$ cat config.mk
export PLATFORM = sky130hd
export DESIGN_NAME = bp_host
export DESIGN_NICKNAME = d
export VERILOG_FILES = /design/src/logic/bp_harness_pkg.sv /design/src/logic/bp_host.sv
export SDC_FILE = /design/constraint.sdc
export NUM_CORES = 1
export LEC_CHECK = 0
export ABC_AREA = 1
export ABC_CLOCK_PERIOD_IN_PS = 1900
export BUFFER_PORTS_ARGS = -buffer_cell sky130_fd_sc_hd__clkbuf_2
export CAP_MARGIN = 25
export CORE_AREA = 2 2 78 80
export DETAILED_ROUTE_END_ITERATION = 10
export DIE_AREA = 0 0 80 82
export PLACE_DENSITY = 0.81
export REMOVE_ABC_BUFFERS = 1
export SLEW_MARGIN = 20
export SYNTH_ARGS = -nofsm -noshare
export SYNTH_HDL_FRONTEND = slang
export SYNTH_SLANG_ARGS = --single-unit
$ cat constraint.sdc
create_clock -name clk_i -period 1.9 [get_ports clk_i]
set_input_delay 0.095 -clock clk_i [delete_from_list [all_inputs] [get_ports clk_i]]
set_output_delay 0.095 -clock clk_i [all_outputs]
set_load 0.02 [all_outputs]
$ cat src/logic/bp_harness_pkg.sv
// shared widths, address map and message types for the harness; import wherever a module needs them
package bp_harness_pkg;

   localparam int addr_width_gp = 32;
   localparam int data_width_gp = 64;

   // opcodes on every channel; finish only shows up on the boot record stream
   typedef enum logic [1:0]
   {
      e_mem_rd     = 2'b00,
      e_mem_wr     = 2'b01,
      e_mem_finish = 2'b11
   } mem_op_e;

   // command or response word, 98 bits
   typedef struct packed
   {
      mem_op_e                  op;
      logic [addr_width_gp-1:0] addr;
      logic [data_width_gp-1:0] data;
   } bp_mem_msg_s;

   // config space
   localparam logic [addr_width_gp-1:0] cfg_freeze_addr_gp     = 32'h0020_0008;
   localparam logic [addr_width_gp-1:0] cce_instr_base_addr_gp = 32'h0020_8000;

   // host endpoint
   localparam logic [addr_width_gp-1:0] host_putchar_addr_gp   = 32'h0010_1000;
   localparam logic [addr_width_gp-1:0] host_finish_addr_gp    = 32'h0010_2000;

   // console view, character in the low byte
   typedef struct packed
   {
      logic [55:0] pad;
      logic [7:0]  ch;
   } host_putchar_s;

   // finish view, core index above the exit code
   typedef struct packed
   {
      logic [31:0] core;
      logic [31:0] code;
   } host_finish_s;

   // data word of a host command, decoded by address
   typedef union packed
   {
      host_putchar_s putchar;
      host_finish_s  finish;
   } host_payload_u;

endpackage

$ cat src/logic/bp_host.sv
// host endpoint for processor I/O writes, console characters and per-core finish flags
`timescale 1ns/1ps

module bp_host
   import bp_harness_pkg::*;
#(
   parameter int num_core_p = 2
)
(
   input  logic                  clk_i,
   input  logic                  rst_n_i,

   input  bp_mem_msg_s           io_cmd_i,
   input  logic                  io_cmd_v_i,
   output logic                  io_cmd_ready_o,

   output bp_mem_msg_s           io_resp_o,
   output logic                  io_resp_v_o,
   input  logic                  io_resp_ready_i,

   output logic [num_core_p-1:0] program_finish_o
);

   host_payload_u         payload_li;
   bp_mem_msg_s           resp_n;
   bp_mem_msg_s           resp_r;
   logic                  resp_v_r;
   logic                  accept;
   logic                  finish_wr;
   logic [num_core_p-1:0] finish_r;

   assign payload_li     = io_cmd_i.data;
   assign io_cmd_ready_o = ~resp_v_r | io_resp_ready_i;
   assign accept         = io_cmd_v_i & io_cmd_ready_o;
   assign finish_wr      = accept & (io_cmd_i.op == e_mem_wr)
                           & (io_cmd_i.addr == host_finish_addr_gp);

   // putchar needs nothing beyond the response here
   always_comb
   begin
      resp_n      = io_cmd_i;
      resp_n.data = '0;
      if (io_cmd_i.op == e_mem_rd && io_cmd_i.addr == host_finish_addr_gp)
         resp_n.data = data_width_gp'(finish_r);
   end

   always_ff @(posedge clk_i or negedge rst_n_i)
   begin
      if (!rst_n_i)
      begin
         resp_v_r <= 1'b0;
         finish_r <= '0;
      end
      else
      begin
         if (accept)
            resp_v_r <= 1'b1;
         else if (io_resp_ready_i)
            resp_v_r <= 1'b0;
         // sticky per core, out of range index is ignored
         for (int i = 0; i < num_core_p; i++)
         begin
            if (finish_wr && payload_li.finish.core == 32'(i))
               finish_r[i] <= 1'b1;
         end
      end
   end

   always_ff @(posedge clk_i)
   begin
      if (accept)
         resp_r <= resp_n;
   end

   assign io_resp_o        = resp_r;
   assign io_resp_v_o      = resp_v_r;
   assign program_finish_o = finish_r;

endmodule

Yosys cells after proc, flatten, opt, wreduce, memory -nomap -nowiden
Cells that the tools add are included.
{"block": "op_classes", "n_eq_ne": 3, "n_mux": 2, "bitwise_logic": 5, "n_reduce_logical": 6}
{"op": "$eq A32 B1 Y1 const B", "count": 1}
{"op": "$eq A32 B21 Y1 const B", "count": 1}
{"op": "$logic_not A32 Y1", "count": 1}
{"op": "$and A1 B1 Y1", "count": 3}
{"op": "$logic_and A1 B1 Y1", "count": 3}
{"op": "$eq A2 B1 Y1 const B", "count": 1}
{"op": "$logic_not A2 Y1", "count": 1}
{"op": "$mux W1", "count": 2}
{"op": "$reduce_bool A2 Y1", "count": 1}
{"op": "$not A1 Y1", "count": 1}
{"op": "$or A1 B1 Y1", "count": 1}
{"block": "word_totals", "reg_bits": 101, "input_bits": 102, "word_cells": 23}

Depth between registers and ports, before layout
{"block": "depth", "word_depth": 6, "ltp_mapped": 8, "mapped_depth_nobuf": 8}

Least setup slack after synthesis
No wires, ideal clock.
{"block": "synth_timing", "kind": "reg2reg", "from": "reg resp_v_r (netlist: io_resp_v_o)", "to": "reg resp_r, in the netlist io_resp_o[0] (enable)", "t_arrival_ps": 1424, "required_time_ps": 1509, "setup_slack_ps": 86, "stages_incl_launch_ff": 4, "n_path_buf": 0, "period_less_slack_ps": 1814, "path_cell_list": "dfrtp_1 > nand2_2 > nand2_4 > inv_1"}
{"block": "synth_via", "elab_chain_len": 3}
{"element": "start, declared", "line_no": "bp_host.sv:27", "rtl": "logic resp_v_r;"}
{"element": "start signal, assigned", "line_no": "bp_host.sv:51", "rtl": "resp_v_r <= 1'b0;"}
{"element": "start signal, assigned", "line_no": "bp_host.sv:57", "rtl": "resp_v_r <= 1'b1;"}
{"element": "start signal, assigned", "line_no": "bp_host.sv:59", "rtl": "resp_v_r <= 1'b0;"}
{"element": "$not A1 Y1", "line_no": "bp_host.sv:33", "rtl": "assign io_cmd_ready_o = ~resp_v_r | io_resp_ready_i;"}
{"element": "$or A1 B1 Y1", "line_no": "bp_host.sv:33"}
{"element": "named net io_cmd_ready_o", "line_no": "bp_host.sv:15", "rtl": "output logic io_cmd_ready_o,"}
{"element": "$and A1 B1 Y1", "line_no": "bp_host.sv:34", "rtl": "assign accept = io_cmd_v_i & io_cmd_ready_o;"}
{"element": "named net accept", "line_no": "bp_host.sv:28", "rtl": "logic accept;"}
{"element": "end signal, assigned", "line_no": "bp_host.sv:72", "rtl": "resp_r <= resp_n;"}
{"element": "end, declared", "line_no": "bp_host.sv:26", "rtl": "bp_mem_msg_s resp_r;"}
The timed path passes the listed nets, and every way through them passes these cells.
A chain may end at the register's enable or synchronous reset.

Final worst setup path
{"block": "layout_timing", "from": "reg resp_v_r (netlist: io_resp_v_o)", "to": "reg resp_r, in the netlist io_resp_o[85] (enable)"}
{"block": "layout_via", "elab_chain_len": 3}
{"element": "$not A1 Y1", "line_no": "bp_host.sv:33"}
{"element": "$or A1 B1 Y1", "line_no": "bp_host.sv:33"}
{"element": "$and A1 B1 Y1", "line_no": "bp_host.sv:34"}
{"element": "named net accept", "line_no": "bp_host.sv:28"}
The timed path passes the listed nets, and every way through them passes these cells.

==> impl_metrics.py <==
metrics = {
    "grt": {
        "track_usage": 0.124,
        "grt_max_degree": 37,
        "first_global_vias": 1446,
        "grt_pass1_wl_um": 6140,
        "antenna_found_initial": 0,
        "grt-ovfl-total": 0,
    },
    "pwr": {
        "p_leak_nw": 1.36,
        "powerDensity_nw_per_um2": 742,
        "peakVddDrop_uv": 377,
    },
    "drt": {
        "drt_pre_antenna_iters": 4,
        "drcViolationCount": 0,
        "drt_wl_total_um": 4420,
        "first_iter_violations": 18,
        "wl_per_cell_um": 10.7,
        "vias": 1608,
        "routed_via_density": 3.90,
        "antenna_left": 0,
    },
    "min_path": {
        "holdPathEnd": "io_resp_o[76]",
        "worstHoldPathCells": 1,
        "hp-start": "io_cmd_i[76]",
        "hold_path.class": "in -> reg",
    },
    "placed_design": {
        "post-dp-hpwl_um": 3620,
        "placed_area_um2": 2430,
        "pre_cts_slack_ns": 0.539,
        "portBuffers": 109,
        "globalplace.congestion": 0.722,
    },
    "clocking": {
        "clock_latency_ns": 0.29,
        "cts_sinks": 39,
        "cts_made_buffers": 5,
        "cts_tree": "done",
        "clk_pin_slew_worst_paths_ns": 0.08,
        "cts_setup_buffers": 0,
        "ctsHoldBuffers": 22,
        "clock-root-buffer": "clkbuf_8",
        "cts-resized-gates": 0,
        "htreeDepth": 2,
        "clk_path_buf_depth": 2,
    },
    "sta": {
        "drv_slew": 0,
        "whs_ns": 0.0108,
        "setup_tns_ns": 0,
        "finalWorstSetupSlack_ns": 0.526,
        "fin_crit_ns": 1.37,
        "fin_crit_sh": 0.723,
        "finalHoldViolCount": 0,
        "setup_viol": 0,
        "timing.fmax_mhz": 728,
        "rsz0062_at_grt": "false",
        "finalClockSkew_ns": 0.00957,
    },
    "layout": {
        "antennaDiodeCount": 0,
        "drive_gt1_frac": 0.374,
        "num-fill-cells": 540,
        "area_growth_syn_to_layout_pct": 38.6,
        "stdcell_area_um2": 2790,
        "nets": 438,
    },
    "critical_path": {
        "startpoint": "io_resp_v_o",
        "r2r_start": "io_resp_v_o",
        "critPathMaxFanout": 36,
        "start_kind": "flip-flop",
        "cp-end-kind": "flip-flop",
        "r2r_slack_ns": 0.53,
        "r2r_end": "io_resp_o[85]",
        "worstPathRequired_ns": 1.83,
        "cp.arrival_ns": 1.30,
        "ff2ff_path_depth": 4,
        "crit_type": "reg -> reg",
    },
    "logic_synthesis": {
        "yosys.cell_count.top_type": "buf_4",
        "synth_seq_area_share": 0.574,
        "synth_area_um2": 2020,
        "postSynthCellCount": 194,
        "yosysTopAreaCell": "edfxtp_1",
        "synthArstFlopShare": 0.0769,
        "synth_warnings": 0,
        "synth_edf_count": 36,
        "ys_ff_latch": 39,
        "synthTopCellsByArea": "edfxtp_1 (54%), buf_4 (23%), nor2_1 (8.8%)",
        "synth_common_cells": "buf_4 (62), nor2_1 (47), edfxtp_1 (36), nand2_1 (23), inv_1 (6)",
        "syn_area_per_cell_um2": 10.4,
        "ys.flop_type": "edfxtp_1",
        "synthDominantCellAreaShare": 0.536,
        "yosysUniqueCellTypes": 14,
    },
    "die": {
        "ioPinCount": 204,
        "start_util": 0.351,
        "chipHeight_um": 82,
        "die_area_um2": 6560,
        "rows": 28,
        "core_um2": 5750,
        "die_w_um": 80,
    },
    "job": {
        "drv_cap": 0,
    },
    "status": {
        "status": "completed",
    },
}
-- flip-flops by register name, summed over array words and instances (netlist names) --
name and count:
io_resp_o 36, io_resp_v_o 1, program_finish_o 2
-- final cells by class --
type	instances	area [µm²]	area share
Sequential cell	39	1160	0.414
Timing Repair Buffer	136	813	0.291
Multi-Input combinational cell	147	597	0.214
Clock inverter	3	38.8	0.0139
Inverter	7	26.3	0.00940
Clock buffer	5	68.8	0.0246
Tap cell	75	93.8	0.0336
-- critical path, stage by stage, from the launching register on --
cell     delay [ns]
dfrtp_1        0.39
nand2_2        0.11
nand2_4        0.06
inv_1          0.05
buf_4          0.39
-- worst max-delay path by stage --
stage,endpoint
after floorplan,io_resp_o[0]
after global placement,io_resp_o[80]
after detailed placement,io_resp_o[80]
after CTS,io_resp_o[80]
after global routing,io_resp_o[73]
final,io_resp_o[85]
-- cells in the final DEF, fill, tap and decap left out, types with 3 or more instances in the layout --
cell,instances
nor2_1,47
nand4_1,4
dlygate4sd3_1,26
nand2_2,3
inv_1,6
conb_1,62
nand3_1,3
nand2_1,23
clkbuf_8,5
clkbuf_2,109
nor2_2,3
dfrtp_1,3
edfxtp_1,36
-- power by group --
| part | switching [W] | internal, W | total [W] |
|---|---|---|---|
| clock network | 0.000268 | 0.000384 | 0.000652 |
| registers | 0.0000135 | 0.000998 | 0.00101 |
| logic | 0.000276 | 0.000133 | 0.000409 |
| total | 0.000558 | 0.00152 | 0.00207 |
-- metrics by stage --
stage | std cells | utilization | power [W]
global route | 412 | 0.486 | 0.00218
CTS | 408 | 0.479 | 0.00209
floorplan | 193 | - | 0.00125
finish | 412 | 0.486 | 0.00207
detailed placement | 378 | 0.422 | 0.00140
global placement | 378 | 0.422 | 0.00139
-- logic make-up (layout without fill, tap and decap cells) --
| group | Yosys count | after routing | share of synthesized area |
|---|---|---|---|
| and+or+nand+nor | 85 | 85 | 0.181 |
| buffers and inverters | 69 | 151 | 0.244 |
| DFF | 39 | 39 | 0.574 |
| other | 1 | 62 | 0.00186 |
-- routing by layer --
metal	part of all wire	GRT usage	up-vias
met2	0.54	0.229	110
li1	-	-	784
met5	0	0	-
met3	0.12	0.0451	8
met1	0.33	0.125	706
met4	0.017	0.0525	0
(Power assumes the default switching activity.)
