<file path="src/logic/bp_harness_pkg.sv">
// shared widths, address map and message types for the harness; import wherever a module needs them
package bp_harness_pkg;

   localparam int addr_width_gp = 32;
   localparam int data_width_gp = 64;

   // opcodes on every channel; finish only shows up on the boot record stream
   typedef enum logic [1:0]
   {
      e_mem_rd     = 2'b00,
      e_mem_wr     = 2'b01,
      e_mem_finish = 2'b11
   } mem_op_e;

   // command or response word, 98 bits
   typedef struct packed
   {
      mem_op_e                  op;
      logic [addr_width_gp-1:0] addr;
      logic [data_width_gp-1:0] data;
   } bp_mem_msg_s;

   // config space
   localparam logic [addr_width_gp-1:0] cfg_freeze_addr_gp     = 32'h0020_0008;
   localparam logic [addr_width_gp-1:0] cce_instr_base_addr_gp = 32'h0020_8000;

   // host endpoint
   localparam logic [addr_width_gp-1:0] host_putchar_addr_gp   = 32'h0010_1000;
   localparam logic [addr_width_gp-1:0] host_finish_addr_gp    = 32'h0010_2000;

   // console view, character in the low byte
   typedef struct packed
   {
      logic [55:0] pad;
      logic [7:0]  ch;
   } host_putchar_s;

   // finish view, core index above the exit code
   typedef struct packed
   {
      logic [31:0] core;
      logic [31:0] code;
   } host_finish_s;

   // data word of a host command, decoded by address
   typedef union packed
   {
      host_putchar_s putchar;
      host_finish_s  finish;
   } host_payload_u;

endpackage

</file>
<file path="src/logic/bp_cfg_loader.sv">
// configuration loader that freezes the core, fills the CCE instruction RAM and flags completion
`timescale 1ns/1ps

module bp_cfg_loader
   import bp_harness_pkg::*;
#(
   parameter int num_cce_instr_p = 8
)
(
   input  logic        clk_i,
   input  logic        rst_n_i,

   output bp_mem_msg_s cmd_o,
   output logic        cmd_v_o,
   input  logic        cmd_ready_i,

   input  logic        resp_v_i,

   output logic        done_o
);

   // freeze write plus one write per instruction word
   localparam int total_lp     = num_cce_instr_p + 1;
   localparam int cnt_width_lp = $clog2(total_lp + 1);

   logic [cnt_width_lp-1:0] idx_r;
   logic [cnt_width_lp-1:0] instr_idx;
   logic [cnt_width_lp-1:0] out_r;
   logic [cnt_width_lp-1:0] out_n;
   logic                    cmd_v_r;
   logic                    done_r;
   logic                    xfer;
   logic                    last_xfer;
   logic                    issued_n;

   assign xfer      = cmd_v_r & cmd_ready_i;
   assign last_xfer = xfer & (idx_r == cnt_width_lp'(num_cce_instr_p));
   assign issued_n  = (idx_r == cnt_width_lp'(total_lp)) | last_xfer;
   assign out_n     = out_r + cnt_width_lp'(xfer) - cnt_width_lp'(resp_v_i);
   assign instr_idx = idx_r - 1'b1;

   // index 0 is the freeze, index i+1 is instruction word i
   always_comb
   begin
      cmd_o    = '0;
      cmd_o.op = e_mem_wr;
      if (idx_r == '0)
      begin
         cmd_o.addr = cfg_freeze_addr_gp;
         cmd_o.data = data_width_gp'(1);
      end
      else
      begin
         cmd_o.addr = cce_instr_base_addr_gp + (addr_width_gp'(instr_idx) << 3);
         cmd_o.data = data_width_gp'(instr_idx);
      end
   end

   always_ff @(posedge clk_i or negedge rst_n_i)
   begin
      if (!rst_n_i)
      begin
         idx_r   <= '0;
         cmd_v_r <= 1'b0;
         out_r   <= '0;
         done_r  <= 1'b0;
      end
      else
      begin
         out_r  <= out_n;
         done_r <= done_r | (issued_n & (out_n == '0));
         if (xfer)
         begin
            idx_r   <= idx_r + 1'b1;
            cmd_v_r <= ~last_xfer;
         end
         else if (!cmd_v_r && idx_r == '0)
         begin
            // first cycle out of reset
            cmd_v_r <= 1'b1;
         end
      end
   end

   assign cmd_v_o = cmd_v_r;
   assign done_o  = done_r;

endmodule

</file>
<file path="src/logic/bp_nbf_loader.sv">
// boot record loader that replays records as commands once started and ends with the freeze clear
`timescale 1ns/1ps

module bp_nbf_loader
   import bp_harness_pkg::*;
(
   input  logic        clk_i,
   input  logic        rst_n_i,
   input  logic        start_i,

   input  bp_mem_msg_s nbf_i,
   input  logic        nbf_v_i,
   output logic        nbf_ready_o,

   output bp_mem_msg_s cmd_o,
   output logic        cmd_v_o,
   input  logic        cmd_ready_i,

   input  logic        resp_v_i,

   output logic        done_o
);

   localparam int out_width_lp = 8;

   bp_mem_msg_s             rec_cmd;
   bp_mem_msg_s             cmd_r;
   logic                    cmd_v_r;
   logic                    cmd_v_n;
   logic                    fin_r;
   logic                    fin_n;
   logic                    done_r;
   logic                    accept;
   logic                    xfer;
   logic [out_width_lp-1:0] out_r;
   logic [out_width_lp-1:0] out_n;

   // no new record while one is waiting or after the finish
   assign nbf_ready_o = start_i & ~cmd_v_r & ~fin_r;
   assign accept      = nbf_v_i & nbf_ready_o;
   assign xfer        = cmd_v_r & cmd_ready_i;

   // finish record becomes the freeze clear
   always_comb
   begin
      rec_cmd = nbf_i;
      if (nbf_i.op == e_mem_finish)
      begin
         rec_cmd.op   = e_mem_wr;
         rec_cmd.addr = cfg_freeze_addr_gp;
         rec_cmd.data = '0;
      end
   end

   assign cmd_v_n = accept | (cmd_v_r & ~xfer);
   assign fin_n   = fin_r | (accept & (nbf_i.op == e_mem_finish));
   assign out_n   = out_r + out_width_lp'(xfer) - out_width_lp'(resp_v_i);

   always_ff @(posedge clk_i or negedge rst_n_i)
   begin
      if (!rst_n_i)
      begin
         cmd_v_r <= 1'b0;
         fin_r   <= 1'b0;
         out_r   <= '0;
         done_r  <= 1'b0;
      end
      else
      begin
         cmd_v_r <= cmd_v_n;
         fin_r   <= fin_n;
         out_r   <= out_n;
         done_r  <= done_r | (fin_n & ~cmd_v_n & (out_n == '0));
      end
   end

   always_ff @(posedge clk_i)
   begin
      if (accept)
         cmd_r <= rec_cmd;
   end

   assign cmd_o   = cmd_r;
   assign cmd_v_o = cmd_v_r;
   assign done_o  = done_r;

endmodule

</file>
<file path="src/logic/bp_load_sequencer.sv">
// runs the config loader then the boot loader over the one shared load port
`timescale 1ns/1ps

module bp_load_sequencer
   import bp_harness_pkg::*;
#(
   parameter int num_cce_instr_p = 8
)
(
   input  logic        clk_i,
   input  logic        rst_n_i,

   input  bp_mem_msg_s nbf_i,
   input  logic        nbf_v_i,
   output logic        nbf_ready_o,

   output bp_mem_msg_s load_cmd_o,
   output logic        load_cmd_v_o,
   input  logic        load_cmd_ready_i,

   input  bp_mem_msg_s load_resp_i,
   input  logic        load_resp_v_i,
   output logic        load_resp_ready_o,

   output logic        load_done_o
);

   bp_mem_msg_s cfg_cmd_lo;
   bp_mem_msg_s nbf_cmd_lo;
   logic        cfg_cmd_v_lo;
   logic        nbf_cmd_v_lo;
   logic        cfg_done_lo;
   logic        resp_v_li;

   // a finish opcode never comes back as a response, drop it
   assign resp_v_li         = load_resp_v_i & (load_resp_i.op != e_mem_finish);
   assign load_resp_ready_o = 1'b1;

   bp_cfg_loader
   #(
      .num_cce_instr_p(num_cce_instr_p)
   )
   cfg_loader
   (
      .clk_i       (clk_i),
      .rst_n_i     (rst_n_i),
      .cmd_o       (cfg_cmd_lo),
      .cmd_v_o     (cfg_cmd_v_lo),
      .cmd_ready_i (load_cmd_ready_i & ~cfg_done_lo),
      .resp_v_i    (resp_v_li & ~cfg_done_lo),
      .done_o      (cfg_done_lo)
   );

   bp_nbf_loader nbf_loader
   (
      .clk_i       (clk_i),
      .rst_n_i     (rst_n_i),
      .start_i     (cfg_done_lo),
      .nbf_i       (nbf_i),
      .nbf_v_i     (nbf_v_i),
      .nbf_ready_o (nbf_ready_o),
      .cmd_o       (nbf_cmd_lo),
      .cmd_v_o     (nbf_cmd_v_lo),
      .cmd_ready_i (load_cmd_ready_i & cfg_done_lo),
      .resp_v_i    (resp_v_li & cfg_done_lo),
      .done_o      (load_done_o)
   );

   // loaders never overlap, so a fixed hand-over is enough
   assign load_cmd_o   = cfg_done_lo ? nbf_cmd_lo : cfg_cmd_lo;
   assign load_cmd_v_o = cfg_done_lo ? nbf_cmd_v_lo : cfg_cmd_v_lo;

endmodule

</file>
<file path="config.mk">
export PLATFORM = sky130hd
export DESIGN_NAME = bp_load_sequencer
export DESIGN_NICKNAME = d
export VERILOG_FILES = /design/src/logic/bp_harness_pkg.sv /design/src/logic/bp_cfg_loader.sv /design/src/logic/bp_nbf_loader.sv /design/src/logic/bp_load_sequencer.sv
export SDC_FILE = /design/constraint.sdc
export NUM_CORES = 1
export LEC_CHECK = 0
export BUFFER_PORTS_ARGS = -buffer_cell sky130_fd_sc_hd__buf_2
export CORE_MARGIN = 2
export CORE_UTILIZATION = 35
export CTS_CLUSTER_DIAMETER = 150
export DETAILED_ROUTE_END_ITERATION = 10
export PLACE_DENSITY = 0.65
export REMOVE_ABC_BUFFERS = 1
export SYNTH_ARGS = -nofsm -noshare
export SYNTH_HDL_FRONTEND = slang
export SYNTH_SLANG_ARGS = --single-unit
</file>
<file path="constraint.sdc">
create_clock -name clk_i -period 10.7 [get_ports clk_i]
set_input_delay 1.07 -clock clk_i [delete_from_list [all_inputs] [get_ports clk_i]]
set_output_delay 1.07 -clock clk_i [all_outputs]
set_load 0.02 [all_outputs]
</file>
# Word level (Yosys, flattened, before mapping)
# Cells that the tools add are included.
dict set report op_classes {
  n_reduce_logical 6
  addsub 7
  n_bitwise 27
  n_eq_ne 4
  mux 5
}
# op n
set ops {}
lappend ops {{98-bit two-way mux} 1}
lappend ops {{87-bit two-way mux} 1}
lappend ops {{22-bit by 7-bit adder with 23-bit output (first input constant)} 1}
lappend ops {{1-bit bitwise AND} 16}
lappend ops {{8-bit by 1-bit adder with 8-bit output} 1}
lappend ops {{4-bit == test (second input constant)} 2}
lappend ops {{4-bit logical NOT} 2}
lappend ops {{8-bit logical NOT} 1}
lappend ops {{8-bit by 1-bit subtractor with 8-bit output} 1}
lappend ops {{1-bit inverter} 6}
lappend ops {{1-bit OR} 5}
lappend ops {{4-bit by 1-bit adder with 4-bit output} 1}
lappend ops {{4-bit by 1-bit adder with 4-bit output (second input constant)} 1}
lappend ops {{4-bit by 1-bit subtractor with 4-bit output} 1}
lappend ops {{4-bit by 1-bit subtractor with 4-bit output (second input constant)} 1}
lappend ops {{1-bit two-way mux} 3}
lappend ops {{2-bit == test (second input constant)} 1}
lappend ops {{2-bit inequality test (second input constant)} 1}
lappend ops {{2-bit nonzero test} 1}
lappend ops {{1-bit logical AND} 1}
lappend ops {{1-bit logical NOT} 1}
dict set report totals {
  in_bits 201
  output_inout_bits 102
  wordCells 60
  ff_bits 119
}

# Logic depth before layout (Yosys ltp)
dict set report depth {
  ltp_word 9
  depth_mapped 14
  depth_no_buf 12
}

# Modules after synthesis
# Synthesis repeated with hierarchy kept, for this count alone.
dict set report hier_totals {
  cells_unflattened 553
  hier_area_um2 6921.6
}
# mod seq_area_each_um2 cells_per_inst area_each_um2 instances
set by_module_without_submodules {}
lappend by_module_without_submodules {bp_nbf_loader 3218.1 284 4362.9 1}
lappend by_module_without_submodules {bp_cfg_loader 250.2 151 1298.7 1}
lappend by_module_without_submodules {bp_load_sequencer 0.0 118 1260.0 1}

# Least setup slack after synthesis
# OpenSTA, ideal clock, no wires.
dict set report synth_path {
  kind {reg2reg}
  startpoint {register cfg_loader.done_r, in the netlist cfg_loader.done_o}
  endpoint {register nbf_loader.cmd_r, in the netlist nbf_loader.cmd_o[0], enable pin}
  arrival_ns 3.482
  synth_period_minus_slack_ns 3.950
  n_path_buf 1
  path_stages_with_launch 5
  setup_ns 0.468
  t_required_ns 10.232
  path_slack_ns 6.750
  path_cell_list {dfrtp_1 -> buf_2 -> inv_1 -> nor3_1 -> and2_1}
}
dict set report synth_between {
  elab_chain_cells 3
}
# item line
set synth_rtl {}
lappend synth_rtl {{start, declared} bp_cfg_loader.sv:31} ;# logic done_r;
lappend synth_rtl {{start signal, assigned} bp_cfg_loader.sv:71} ;# done_r <= done_r | (issued_n & (out_n == '0));
lappend synth_rtl {{1-bit bitwise AND (2 in series)} bp_nbf_loader.sv:39} ;# assign nbf_ready_o = start_i & ~cmd_v_r & ~fin_r;
lappend synth_rtl {{named net nbf_ready_o} bp_load_sequencer.sv:15} ;# output logic nbf_ready_o,
lappend synth_rtl {{1-bit bitwise AND} bp_nbf_loader.sv:40} ;# assign accept = nbf_v_i & nbf_ready_o;
lappend synth_rtl {{named net nbf_loader.accept} bp_nbf_loader.sv:33} ;# logic accept;
lappend synth_rtl {{end signal, assigned} bp_nbf_loader.sv:80} ;# cmd_r <= rec_cmd;
lappend synth_rtl {{end, declared} bp_nbf_loader.sv:27} ;# bp_mem_msg_s cmd_r;
# The timed path passes the listed nets, and every way through them passes these cells.
# A chain may end at the register's enable or synchronous reset.

# Worst setup path in the final report
dict set report layout_path {
  startpoint {register cfg_loader.done_r, in the netlist cfg_loader.done_o}
  endpoint {register nbf_loader.done_r, in the netlist nbf_loader.done_o}
}
dict set report layout_between {
  word_cells_on_any_way 18
  classes_between {add/sub (2); bitwise (15); reduce/logical (1)}
}
# item line
set layout_lines {}
lappend layout_lines {{1-bit bitwise AND} bp_load_sequencer.sv:64} ;# .cmd_ready_i (load_cmd_ready_i & cfg_done_lo),
lappend layout_lines {{1-bit bitwise AND} bp_nbf_loader.sv:41} ;# assign xfer = cmd_v_r & cmd_ready_i;
lappend layout_lines {{8-bit by 1-bit adder with 8-bit output} bp_nbf_loader.sv:57} ;# assign out_n = out_r + out_width_lp'(xfer) - out_width_lp'(resp_v_i);
lappend layout_lines {{8-bit by 1-bit subtractor with 8-bit output (*)} bp_nbf_loader.sv:57}
lappend layout_lines {{named net nbf_loader.out_n[4]} bp_nbf_loader.sv:36} ;# logic [out_width_lp-1:0] out_n;
lappend layout_lines {{8-bit logical NOT (*)} bp_nbf_loader.sv:73} ;# done_r <= done_r | (fin_n & ~cmd_v_n & (out_n == '0));
lappend layout_lines {{1-bit bitwise AND (*)} bp_nbf_loader.sv:73}
lappend layout_lines {{1-bit OR (*)} bp_nbf_loader.sv:73}
lappend layout_lines {{end signal, assigned} bp_nbf_loader.sv:73}
lappend layout_lines {{end, declared} bp_nbf_loader.sv:32} ;# logic done_r;
# Mark *: on every way through the listed nets, which the timed path passes. The rest lies on a longest branch.

==> flow_summary.ini <==
[outcome]
status = finished clean

[yosys]
synth.distinct_cells = 42
synth_edf_count = 98
synth_flop_cell = edfxtp_1
synth_seq_cells = 119
async_flop_share = 0.1765
seq_area_frac_synth = 0.6150
synth_cells = 465
synth_warnings = 0
yosysTopAreaCellShare = 0.5219
yosysTopAreaCell = edfxtp_1
synth.area.top_cells = edfxtp_1 52%, and2_1 20%, dfrtp_1 9.3%, ha_1 3.6%, inv_1 2.1%
synth_area_sq_mm = 0.005639
avgSynthCellArea_sq_um = 12.13

[floorplan]
die_h_um = 130.9
initial_core_util = 0.3563
core.rowCount = 46
ios = 303
dieArea_sq_mm = 0.01714
core-area_sq_mm = 0.01583
die_x_um = 130.9

[grt]
globalRouteOverflowTotal = 0
grt_start_max_net_pins = 109
antenna_found_initial = 2
grt_pass1_vias = 4100
grt_pass1_wl_um = 20970
grtUsageTotal = 0.1638

[timing]
setup_slack_ns = 7.129
finalHoldViolations = 0
slew_violations = 0
fin_skew_ns = 0.01148
setup_tns_ns = 0
finalSetupViolCount = 0
max_freq_mhz = 280.1
worst_slew_pin_slew_ns = 0.8776
period_needed_ns = 3.571
rsz0062_at_grt = false
min_period_over_period = 0.3337
max_slew_margin = 0.4149

[detailed_routing]
wl_per_cell_um = 15.23
vias = 4044
first_iter_violations = 240
drt_pre_antenna_iters = 4
vias_per_cell = 4.508
detail-route-antenna-nets = 0
wirelength_um = 13660
drcViolationCount = 0

[cells_and_area]
finalNonFillerCells = 897
drive_above_1_share = 0.3632
area.growth.synth_to_final_pct = 33.92
final_nets = 886

[clocking]
cts_inserted_buffers = 17
hold_buffers = 0
cts_buffer_depth = 2
root_buffer = clkbuf_16
cts_max_level = 4
post-cts-setup-buffer-count = 0
cts_sinks = 119
clock_latency_ns = 0.42
cts_tree = built
ctsResizeCount = 0
clkTransAtPathRegs_ns = 0.06

[worst_setup_path]
arrival_ns = 3.87
worstSetupStartpointType = register
crit_path_end_kind = register
cp.required_ns = 11.00
critical_path.max_fanout = 108
critPathKind = register to register

[pwr]
p_total_uw = 1451
peakVddDrop_uv = 99.58
p_leak_uw = 0.003231
p_sw_frac = 0.2439
clkPwrFrac = 0.461
power.net_switching_uw = 353.9
p_int_uw = 1097
combPwrFrac = 0.171
seqPwrFrac = 0.368
powerDensity_mw_per_mm2 = 192.2

[flow_run]
cap_violations = 0

[place]
post-place-ws_ns = 7.004
place_inst = 864
port_buffers = 205
hpwlAfterDp_um = 9388
gp_congestion = 0.8041

[worst_hold_path]
hp-class = register to register
[power by group through the flow]
stage                     clock network, uW  registers [uW]  logic, uW
final                                   668             534        248
after global routing                    701             536        281
after CTS                               682             534        247
after detailed placement                  0             543        246
after global placement                    0             542        230
after floorplan                           0             541        184
[cells in the mapped netlist, types with 2 or more instances]
cell and n:
a211oi_1 3, ha_1 16, buf_1 2, clkbuf_1 21, a21oi_1 11, a21o_1 5
xnor2_1 10, dfrtp_1 21, nor2_1 7, nor3_1 5, inv_1 32, and3_1 2
mux2_2 2, nand2b_1 5, and2_1 182, nand2_1 10, o21ai_0 6, edfxtp_1 98
nand4_1 2, nand3_1 2, fa_1 2
[cells in the final DEF (no fill, tap or decap), types with 2 or more instances in the layout]
master,count
inv_1,32
clkbuf_16,17
nand2_1,9
edfxtp_1,98
and2_1,181
mux2_2,2
bufinv_16,7
clkinv_4,2
nor2_1,7
nand4_1,2
nand2b_1,5
a21oi_1,11
xnor2_1,10
nand3_1,2
a21o_1,5
buf_2,205
a211oi_1,3
ha_1,16
clkinvlp_4,2
dfrtp_1,20
buf_4,3
clkbuf_1,2
and3_1,2
o21ai_0,6
fa_1,2
nor3_1,5
[through the flow]
stage | util | hold WS, ns | instance area, sq um
2_1_floorplan | - | 0.4503 | 5540
3_3_place_gp | 0.4338 | 0.4517 | 6865
3_5_place_dp | 0.4338 | 0.4788 | 6865
4_1_cts | 0.4770 | 0.4996 | 7550
5_1_grt | 0.4770 | 0.5126 | 7550
6_report | 0.4772 | 0.4891 | 7552
[per-layer routing]
| layer | vias to the layer above | track usage | wire, um |
|---|---|---|---|
| li1 | 1952 | - | - |
| met1 | 1903 | 0.2074 | 5908 |
| met2 | 169 | 0.2414 | 6136 |
| met3 | 18 | 0.07573 | 1373 |
| met4 | 2 | 0.07134 | 224 |
| met5 | - | 0 | 16 |
[final cells by class]
class | instances | area, sq um
fill | 1465 | 8275
sequential | 119 | 3470
multi-input combinational | 289 | 1957
timing repair buffer | 208 | 1049
clock buffer | 19 | 432.9
tap | 216 | 270.3
clock inverter | 13 | 251.5
inverter | 32 | 120.1
antenna | 1 | 2.502
[flip-flops by register name, summed over array words and instances (netlist names)]
name	cells
cfg_loader.out_r	4
nbf_loader.fin_r	1
nbf_loader.cmd_v_o	1
cfg_loader.done_o	1
nbf_loader.cmd_o	98
cfg_loader.idx_r	4
nbf_loader.done_o	1
nbf_loader.out_r	8
cfg_loader.cmd_v_o	1
[critical path, stage by stage, from the launching register on]
cell and delay, ns:
dfrtp_2 0.33, buf_4 0.66, and3_1 0.28, ha_1 0.23
inv_1 0.06, ha_1 0.18, inv_1 0.06, fa_1 0.44
nor2b_4 0.16, o31a_1 0.20, a21oi_2 0.06, or4_4 0.54
o41ai_2 0.24
[final timing paths]
kind | slack [ns] | to | start | cells after the start
setup / recovery | 7.13 | nbf_loader.done_o | cfg_loader.done_o | 12
hold / removal | 0.49 | nbf_loader.done_o | nbf_loader.done_o | 2
setup reg to reg | 7.13 | nbf_loader.done_o | cfg_loader.done_o | 12
hold reg to reg | 0.49 | nbf_loader.done_o | nbf_loader.done_o | 2
max in group asynchronous | 9.71 | cfg_loader.done_o | rst_n_i | 1
min in group asynchronous | 0.62 | cfg_loader.out_r[2] | rst_n_i | 1
[cell families after synthesis]
family,synth area share
AND/OR/NAND/NOR,0.2401
flip-flops,0.6150
buffers and inverters,0.03883
AO/OA/AOI/OAI,0.04327
adder cells (fa/ha/maj),0.04260
XOR/XNOR,0.01553
multiplexers,0.003994
other,0.0006650
No activity file was read; power rests on OpenSTA's default activity.
